==> src/mc_pkg.sv <==
`default_nettype none

package mc_pkg;

	// Bus and datapath widths.
	localparam int SAMPLE_W = 32;
	localparam int SUM_W = 48;
	localparam int SEQ_W = 16;

	// Upper bound on the core array size.
	localparam int MAX_CORES = 64;
	localparam int CORE_ID_W = $clog2(MAX_CORES);

	// One input sample.
	typedef logic signed [SAMPLE_W-1:0] sample_t;

	// Block sum, no overflow up to 65536 samples.
	typedef logic signed [SUM_W-1:0] sum_t;

	typedef logic [CORE_ID_W-1:0] core_id_t;

	// Block number, wraps.
	typedef logic [SEQ_W-1:0] seq_t;

	// Core FSM.
	typedef enum logic {
		CORE_LOAD,
		CORE_EMIT
	} core_state_t;

	// Reset sequencer FSM.
	typedef enum logic {
		SEQ_WAIT,
		SEQ_DONE
	} seq_state_t;

endpackage

`default_nettype wire

==> src/core_reset_sequencer.sv <==
`timescale 1ns/1ps
`default_nettype none

module core_reset_sequencer #(
	parameter int NUM_CORES = 8,
	parameter int START_GAP = 16
) (
	input  wire                  clk,
	input  wire                  rst,
	output logic [NUM_CORES-1:0] core_rst
);

	localparam int CNT_W = $clog2(START_GAP + 1);
	localparam int IDX_W = (NUM_CORES > 1) ? $clog2(NUM_CORES) : 1;

	mc_pkg::seq_state_t state;
	logic [CNT_W-1:0] gap_cnt;
	logic [IDX_W-1:0] next_core;
	logic [NUM_CORES-1:0] released;

	always_ff @(posedge clk) begin
		if (rst) begin
			state <= mc_pkg::SEQ_WAIT;
			gap_cnt <= '0;
			next_core <= '0;
			core_rst <= '1; // Whole array held.
		end else begin
			case (state)
				mc_pkg::SEQ_WAIT: begin
					if (gap_cnt == CNT_W'(START_GAP)) begin
						core_rst[next_core] <= 1'b0;
						gap_cnt <= CNT_W'(1); // Release edge opens the next gap.
						next_core <= next_core + 1'b1;
						if (next_core == IDX_W'(NUM_CORES - 1)) begin
							state <= mc_pkg::SEQ_DONE;
						end
					end else begin
						gap_cnt <= gap_cnt + 1'b1;
					end
				end
				mc_pkg::SEQ_DONE: begin
					gap_cnt <= '0; // Idle until next reset.
				end
				default: begin
					state <= mc_pkg::SEQ_WAIT;
				end
			endcase
		end
	end

	assign released = ~core_rst;

	// Released cores form a run from core 0 upward and never re-enter reset.
	a_release_order: assert property (@(posedge clk) disable iff (rst)
		((released & (released + 1'b1)) == '0) &&
		((core_rst & ~$past(core_rst)) == '0));

endmodule

`default_nettype wire

==> src/block_accum_core.sv <==
`timescale 1ns/1ps
`default_nettype none

module block_accum_core #(
	parameter int BLOCK_LEN = 4
) (
	input  wire                  clk,
	input  wire                  rst,
	output logic                 load_req,
	input  wire                  load_grant,
	input  wire                  load_take,
	input  wire mc_pkg::sample_t load_data,
	input  wire mc_pkg::seq_t    load_seq,
	output logic                 res_valid,
	output mc_pkg::sum_t         res_sum,
	output mc_pkg::seq_t         res_seq,
	input  wire                  res_taken
);

	localparam int CNT_W = (BLOCK_LEN > 1) ? $clog2(BLOCK_LEN) : 1;

	mc_pkg::core_state_t state;
	logic [CNT_W-1:0] cnt;
	mc_pkg::sum_t acc;
	mc_pkg::seq_t blk_seq;
	mc_pkg::sum_t next_sum;
	logic accept;
	logic first;
	logic last;

	// Requesting only while loading and released.
	assign load_req = (state == mc_pkg::CORE_LOAD) && !rst;
	assign res_valid = (state == mc_pkg::CORE_EMIT);

	assign accept = load_req && load_grant && load_take;
	assign first = (cnt == '0);
	assign last = (cnt == CNT_W'(BLOCK_LEN - 1));

	// Fresh sum on the first sample of a block.
	assign next_sum = (first ? mc_pkg::sum_t'(0) : acc) + mc_pkg::sum_t'(load_data);

	always_ff @(posedge clk) begin
		if (rst) begin
			state <= mc_pkg::CORE_LOAD;
			cnt <= '0;
		end else begin
			case (state)
				mc_pkg::CORE_LOAD: begin
					if (accept) begin
						if (last) begin
							cnt <= '0;
							state <= mc_pkg::CORE_EMIT;
						end else begin
							cnt <= cnt + 1'b1;
						end
					end
				end
				mc_pkg::CORE_EMIT: begin
					if (res_taken) begin
						state <= mc_pkg::CORE_LOAD;
					end
				end
				default: begin
					state <= mc_pkg::CORE_LOAD;
				end
			endcase
		end
	end

	// Accumulator and published result.
	always_ff @(posedge clk) begin
		if (accept) begin
			acc <= next_sum;
			if (first) begin
				blk_seq <= load_seq; // Tag follows the block's first sample.
			end
			if (last) begin
				res_sum <= next_sum;
				res_seq <= first ? load_seq : blk_seq;
			end
		end
	end

	// A pending result must not change before the selector takes it.
	a_result_hold: assert property (@(posedge clk) disable iff (rst)
		res_valid && !res_taken |=> res_valid && $stable(res_sum) && $stable(res_seq));

endmodule

`default_nettype wire

==> src/input_dispatch.sv <==
`timescale 1ns/1ps
`default_nettype none

module input_dispatch #(
	parameter int NUM_CORES = 8,
	parameter int BLOCK_LEN = 4
) (
	input  wire                  clk,
	input  wire                  rst,
	input  wire mc_pkg::sample_t in_data,
	input  wire                  in_valid,
	output logic                 in_ready,
	input  wire [NUM_CORES-1:0]  load_req,
	output logic [NUM_CORES-1:0] load_grant,
	output logic                 load_take,
	output mc_pkg::sample_t      load_data,
	output mc_pkg::seq_t         load_seq
);

	localparam int IDX_W = (NUM_CORES > 1) ? $clog2(NUM_CORES) : 1;
	localparam int CNT_W = (BLOCK_LEN > 1) ? $clog2(BLOCK_LEN) : 1;

	logic locked;
	logic [IDX_W-1:0] lock_idx;
	logic [IDX_W-1:0] pick_idx;
	logic [IDX_W-1:0] grant_idx;
	logic [CNT_W-1:0] cnt;
	mc_pkg::seq_t seq_cnt;

	// Lowest requesting core wins.
	always_comb begin
		pick_idx = '0;
		for (int i = NUM_CORES - 1; i >= 0; i--) begin
			if (load_req[i]) begin
				pick_idx = IDX_W'(i);
			end
		end
	end

	assign grant_idx = locked ? lock_idx : pick_idx;

	always_comb begin
		load_grant = '0;
		if (locked || (|load_req)) begin
			load_grant[grant_idx] = 1'b1;
		end
	end

	assign in_ready = |(load_grant & load_req);
	assign load_take = in_valid && in_ready;
	assign load_data = in_data;
	assign load_seq = seq_cnt;

	always_ff @(posedge clk) begin
		if (rst) begin
			locked <= 1'b0;
			lock_idx <= '0;
			cnt <= '0;
			seq_cnt <= '0;
		end else if (load_take) begin
			if (cnt == CNT_W'(BLOCK_LEN - 1)) begin
				locked <= 1'b0; // Block complete.
				cnt <= '0;
				seq_cnt <= seq_cnt + 1'b1;
			end else begin
				locked <= 1'b1;
				lock_idx <= grant_idx;
				cnt <= cnt + 1'b1;
			end
		end
	end

	a_grant_onehot: assert property (@(posedge clk) disable iff (rst) $onehot0(load_grant));

	// The locked core stays in its load phase until the block ends.
	a_lock_held: assert property (@(posedge clk) disable iff (rst)
		locked |-> load_req[lock_idx]);

endmodule

`default_nettype wire

==> src/result_select.sv <==
`timescale 1ns/1ps
`default_nettype none

module result_select #(
	parameter int NUM_CORES = 8
) (
	input  wire                                clk,
	input  wire                                rst,
	input  wire [NUM_CORES-1:0]                res_valid,
	input  wire mc_pkg::sum_t [NUM_CORES-1:0]  res_sum,
	input  wire mc_pkg::seq_t [NUM_CORES-1:0]  res_seq,
	output logic [NUM_CORES-1:0]               res_taken,
	output mc_pkg::sum_t                       out_sum,
	output mc_pkg::core_id_t                   out_core,
	output mc_pkg::seq_t                       out_seq,
	output logic                               out_valid,
	input  wire                                out_ready
);

	localparam int IDX_W = (NUM_CORES > 1) ? $clog2(NUM_CORES) : 1;

	logic held;
	logic [IDX_W-1:0] held_idx;
	logic [IDX_W-1:0] scan_idx;
	logic [IDX_W-1:0] sel_idx;

	// Fixed priority, core 0 first.
	always_comb begin
		scan_idx = '0;
		for (int i = NUM_CORES - 1; i >= 0; i--) begin
			if (res_valid[i]) begin
				scan_idx = IDX_W'(i);
			end
		end
	end

	// A stalled result keeps the bus even if a lower core becomes ready.
	assign sel_idx = held ? held_idx : scan_idx;

	assign out_valid = |res_valid;
	assign out_sum = res_sum[sel_idx];
	assign out_seq = res_seq[sel_idx];
	assign out_core = mc_pkg::core_id_t'(sel_idx);

	always_comb begin
		res_taken = '0;
		if (out_valid && out_ready) begin
			res_taken[sel_idx] = 1'b1;
		end
	end

	always_ff @(posedge clk) begin
		if (rst) begin
			held <= 1'b0;
		end else begin
			held <= out_valid && !out_ready;
		end
	end

	always_ff @(posedge clk) begin
		held_idx <= sel_idx;
	end

	// Only a core with a pending result can be taken.
	a_taken_onehot: assert property (@(posedge clk) disable iff (rst)
		$onehot0(res_taken) && ((res_taken & ~res_valid) == '0));

	// Output bus holds under back-pressure.
	a_out_hold: assert property (@(posedge clk) disable iff (rst)
		out_valid && !out_ready |=>
		out_valid && $stable(out_sum) && $stable(out_core) && $stable(out_seq));

endmodule

`default_nettype wire

==> src/multicore.sv <==
`timescale 1ns/1ps
`default_nettype none

module multicore #(
	parameter int NUM_CORES = 8,
	parameter int BLOCK_LEN = 4,
	parameter int START_GAP = 16
) (
	input  wire                  clk,
	input  wire                  rst,
	input  wire mc_pkg::sample_t in_data,
	input  wire                  in_valid,
	output logic                 in_ready,
	output mc_pkg::sum_t         out_sum,
	output mc_pkg::core_id_t     out_core,
	output mc_pkg::seq_t         out_seq,
	output logic                 out_valid,
	input  wire                  out_ready
);

	logic [NUM_CORES-1:0] core_rst;
	logic [NUM_CORES-1:0] load_grant;
	logic [NUM_CORES-1:0] res_taken;
	logic load_take;
	mc_pkg::sample_t load_data;
	mc_pkg::seq_t load_seq;

	// Driven bit by bit from the core array.
	wire [NUM_CORES-1:0] load_req;
	wire [NUM_CORES-1:0] res_valid;
	wire mc_pkg::sum_t [NUM_CORES-1:0] res_sum;
	wire mc_pkg::seq_t [NUM_CORES-1:0] res_seq;

	if (NUM_CORES < 1 || NUM_CORES > mc_pkg::MAX_CORES) begin : g_bad_count
		$error("NUM_CORES must be between 1 and %0d", mc_pkg::MAX_CORES);
	end

	core_reset_sequencer #(
		.NUM_CORES(NUM_CORES),
		.START_GAP(START_GAP)
	) u_seq (
		.clk(clk),
		.rst(rst),
		.core_rst(core_rst)
	);

	input_dispatch #(
		.NUM_CORES(NUM_CORES),
		.BLOCK_LEN(BLOCK_LEN)
	) u_dispatch (
		.clk(clk),
		.rst(rst),
		.in_data(in_data),
		.in_valid(in_valid),
		.in_ready(in_ready),
		.load_req(load_req),
		.load_grant(load_grant),
		.load_take(load_take),
		.load_data(load_data),
		.load_seq(load_seq)
	);

	for (genvar i = 0; i < NUM_CORES; i++) begin : g_core
		block_accum_core #(
			.BLOCK_LEN(BLOCK_LEN)
		) u_core (
			.clk(clk),
			.rst(core_rst[i]), // Staggered release.
			.load_req(load_req[i]),
			.load_grant(load_grant[i]),
			.load_take(load_take),
			.load_data(load_data),
			.load_seq(load_seq),
			.res_valid(res_valid[i]),
			.res_sum(res_sum[i]),
			.res_seq(res_seq[i]),
			.res_taken(res_taken[i])
		);
	end

	result_select #(
		.NUM_CORES(NUM_CORES)
	) u_select (
		.clk(clk),
		.rst(rst),
		.res_valid(res_valid),
		.res_sum(res_sum),
		.res_seq(res_seq),
		.res_taken(res_taken),
		.out_sum(out_sum),
		.out_core(out_core),
		.out_seq(out_seq),
		.out_valid(out_valid),
		.out_ready(out_ready)
	);

endmodule

`default_nettype wire

==> config.mk <==
export PLATFORM = sky130hd
export DESIGN_NAME = multicore
export DESIGN_NICKNAME = d
export VERILOG_FILES = /design/src/mc_pkg.sv /design/src/core_reset_sequencer.sv /design/src/block_accum_core.sv /design/src/input_dispatch.sv /design/src/result_select.sv /design/src/multicore.sv
export SDC_FILE = /design/constraint.sdc
export NUM_CORES = 2
export LEC_CHECK = 0
export BUFFER_PORTS_ARGS = -buffer_cell sky130_fd_sc_hd__buf_2
export CELL_PAD_IN_SITES_DETAIL_PLACEMENT = 1
export CELL_PAD_IN_SITES_GLOBAL_PLACEMENT = 2
export CORE_MARGIN = 5
export CORE_UTILIZATION = 45
export DETAILED_ROUTE_END_ITERATION = 8
export GPL_ROUTABILITY_DRIVEN = 0
export PLACE_DENSITY_LB_ADDON = 0.1
export SLEW_MARGIN = 20
export SYNTH_ARGS = -nofsm -noshare
export SYNTH_HDL_FRONTEND = slang
export SYNTH_SLANG_ARGS = --single-unit
==> constraint.sdc <==
create_clock -name clk -period 13.4 [get_ports clk]
set_clock_uncertainty 0.15 [all_clocks]
set_input_delay 2.01 -clock clk [delete_from_list [all_inputs] [get_ports clk]]
set_output_delay 2.01 -clock clk [all_outputs]
set_load 0.02 [all_outputs]
==> results.toml <==
[floorplanning]
rows = 136
core_area_um2 = 137200
fp.dieH_um = 380.9
start_util_pct = 45.14
die_area_um2 = 145100
io_pins = 108
die_w_um = 380.9

[clock_tree]
clock_sinks = 1091
cts_buffers = 133
post_cts_buffers = 0
htree_levels = 4
root_buffer = "clkbuf_16"
cts_tree = "built"
cts_resized = 0
hold_buffers = 0
cts_buffer_depth = 3
clkTransAtPathRegs_ns = 0.06
clk_latency_ns = 0.79

[run_status]
status = "complete, no violations"

[synth]
synth_edf_count = 1024
synth_xor_area_share_pct = 4.866
yosysMostFrequentCell = "edfxtp_1"
synth_compound_area_share_pct = 12.95
ys_top_cells_by_area = "edfxtp_1, ha_1, mux4_2"
synth-simple-area-share_pct = 11.19
yosys.area.top_type_share_pct = 49.67
ys_top_cells_by_count = "edfxtp_1, nor2b_1, ha_1"
synthArstFlopShare_pct = 0
synth_area_um2 = 61910
synthMuxAreaShare_pct = 8.595
synth_top_cell_by_area = "edfxtp_1"
synthAdderAreaFrac_pct = 8.302
yosysSeqAreaShare_pct = 51.83
syn_avg_cell_area_um2 = 12.19
synth_top_family_by_area = "compound AO/OA/AOI/OAI gates"
synthCells = 5078
synth_ff_type = "edfxtp_1"
ys_ff_latch = 1091
yosys_warnings = 0
synthDistinctLibCells = 93

[pwr]
switching_share_pct = 22.74
power.density_nw_per_um2 = 110.2
seqPwrFrac_pct = 49.1
switchingPower_w = 0.001720
p_clk_share_pct = 46.9
leakage_nw = 26.21
pwr-share-comb_pct = 4.0
intPower_w = 0.005844
irDropWorstVdd_v = 0.00007285

[placement]
dpl.cell_count = 6812
hpwl_um = 127200
port_buffers = 104
postPlaceCellArea_um2 = 64350

[sta]
rsz0062_at_grt = "no"
finalSetupViolCount = 0
finalCritPeriodShare_pct = 52.55
maxSlewViolCount = 0
fmax_mhz = 142.0
finalSetupTns_ns = 0
timing.hold.ws_ns = 0.3582
worst_pin_slew_ns = 1.123
relSlewSlack_pct = 25.16
hold_violations = 0
finalCriticalPeriod_ns = 7.042

[setup_path]
start_kind = "flip-flop"
endpoint_kind = "primary output"
rrSetupSlack_ns = 7.88
r2r_end = "g_core[1].u_core.acc[46]$_DFFE_PN_"
worst-setup-path-type = "flip-flop to primary output"
cp_max_fo = 72
arrival_ns = 4.88
crit_chain = "or4_1 -> o31a_1 -> inv_6 -> buf_4 -> mux4_2 -> mux2_2 -> buf_2"
slowest_delay_ns = 0.95
cp_slowest_cell = "buf_4"
ff2ff_path_depth = 16
rr_startpoint = "g_core[1].u_core.cnt[0]$_SDFFE_PP0P_"
cp_data_required_time_ns = 11.24

[final_layout]
design_area_um2 = 68620
fin_nets = 5595
fin_util_pct = 50.03
layout-drive-gt1-share_pct = 14.14
areaGrowthSynthToFinish_pct = 10.83
fin_cells = 7055

[routing]
drt_iter0_drc = 3053
wirelength_um = 180600
route.antenna.remaining_nets = 0
wire_per_inst_um = 25.60
drc_errors = 0
via_count = 41980
routed_via_density = 5.951
dr.pass1.iters = 5

[grt]
antenna_found_initial = 15
grt_pass1_vias = 43890
gr-usage-all-layers_pct = 24.54
grt_pass1_wl_um = 271300
grt-ovfl-total = 0
grt_max_degree = 93

[hold_path]
min_path_type = "flip-flop to flip-flop"
worstHoldStart = "u_dispatch.lock_idx[0]$_SDFFE_PP0P_"
min_delay_path_depth = 2
timing.hold.worst_endpoint = "u_dispatch.lock_idx[0]$_SDFFE_PP0P_"

[job]
maxCapViolations = 0
-- worst max path at each step --
| stage | startpoint | endpoint |
|---|---|---|
| 6_report | g_core[0].u_core.res_valid$_SDFF_PP0_ | out_sum[44] |
| 5_1_grt | g_core[0].u_core.res_valid$_SDFF_PP0_ | out_sum[44] |
| 4_1_cts | g_core[0].u_core.res_valid$_SDFF_PP0_ | out_sum[19] |
| 3_5_place_dp | in_data[1] | g_core[2].u_core.res_sum[46]$_DFFE_PP_ |
| 3_3_place_gp | in_data[1] | g_core[2].u_core.acc[46]$_DFFE_PN_ |
| 2_1_floorplan | in_valid | g_core[7].u_core.res_seq[0]$_DFFE_PP_ |
-- kinds of logic (layout without fill, tap and decap cells) --
group / count (synthesis) / in the layout
AOI/OAI and AO/OA: 1239 / 1239
muxes: 347 / 347
adders and majority gates: 406 / 406
DFF: 1091 / 1091
and+or+nand+nor: 1285 / 1285
xor gates and xnor gates: 344 / 344
other: 1 / 4
buffers and inverters: 365 / 545
-- layout make-up --
cell class	instances	area (um^2)
inverters	160	615.6
clock inverters	85	780.7
well taps	1794	2245
clock buffers	157	3481
flip-flops and latches	1091	32090
fillers	14040	68530
multi-input cells	3624	28570
diodes	1	2.502
repair buffers	143	832.0
-- sequential cells by signal (all words and copies together) (netlist names) --
name / count
g_core.u_core.acc: 384
g_core.u_core.res_sum: 384
g_core.u_core.blk_seq: 128
g_core.u_core.res_seq: 128
g_core.u_core.cnt: 16
u_dispatch.load_seq: 16
g_core.u_core.res_valid: 8
u_seq.core_rst: 8
u_seq.gap_cnt: 5
u_dispatch.lock_idx: 3
u_select.held_idx: 3
u_seq.next_core: 3
u_dispatch.cnt: 2
u_dispatch.locked: 1
u_select.held: 1
u_seq.state: 1
-- power by group through the flow --
stage	clock (W)	combinational, W	sequential [W]
after floorplan	0	0.000201	0.00378
after global placement	0	0.000294	0.00378
after detailed placement	0	0.000301	0.00378
after CTS	0.00364	0.000304	0.00371
after global routing	0.00379	0.000336	0.00371
final	0.00355	0.000305	0.00371
-- routing by layer --
metal	vias to the layer above	track usage (%)	share of wire [%]
met4	0	6.435	2.6
li1	19400	-	-
met1	21410	34.37	46
met2	941	40.09	46
met3	241	3.812	5.0
met5	-	0	0
-- cells in the final DEF (no fill, tap or decap), types with 59 or more instances in the layout --
cell	synthesis	routed
clkbuf_16	0	135
dfxtp_1	67	67
nand3_1	82	82
nor2_1	238	236
mux4_2	128	128
xnor2_1	243	243
xor2_1	101	101
o21ai_0	212	212
nand4_1	60	60
ha_1	398	390
nand2b_1	59	59
o21a_1	60	60
inv_1	159	151
a21o_1	231	231
edfxtp_1	1024	1024
mux2_2	193	193
nor2b_1	418	418
a21oi_1	365	365
buf_2	12	103
nand2_1	205	205
-- stage by stage --
stage	setup slack, ns	total power (W)
finish	6.358	0.007564
global route	6.158	0.007838
CTS	6.310	0.007655
detailed placement	6.660	0.004083
global placement	6.718	0.004076
floorplan	2.108	0.003983
-- worst max-delay path, delay by kind of cell, from the launching register on --
family | cells | cell delay, ns
DFF | 1 | 0.39
buffers and inverters | 3 | 1.70
and+or+nand+nor | 1 | 0.56
muxes | 2 | 0.86
AOI/OAI and AO/OA | 1 | 0.35
Power figures use the tool's default switching activity.
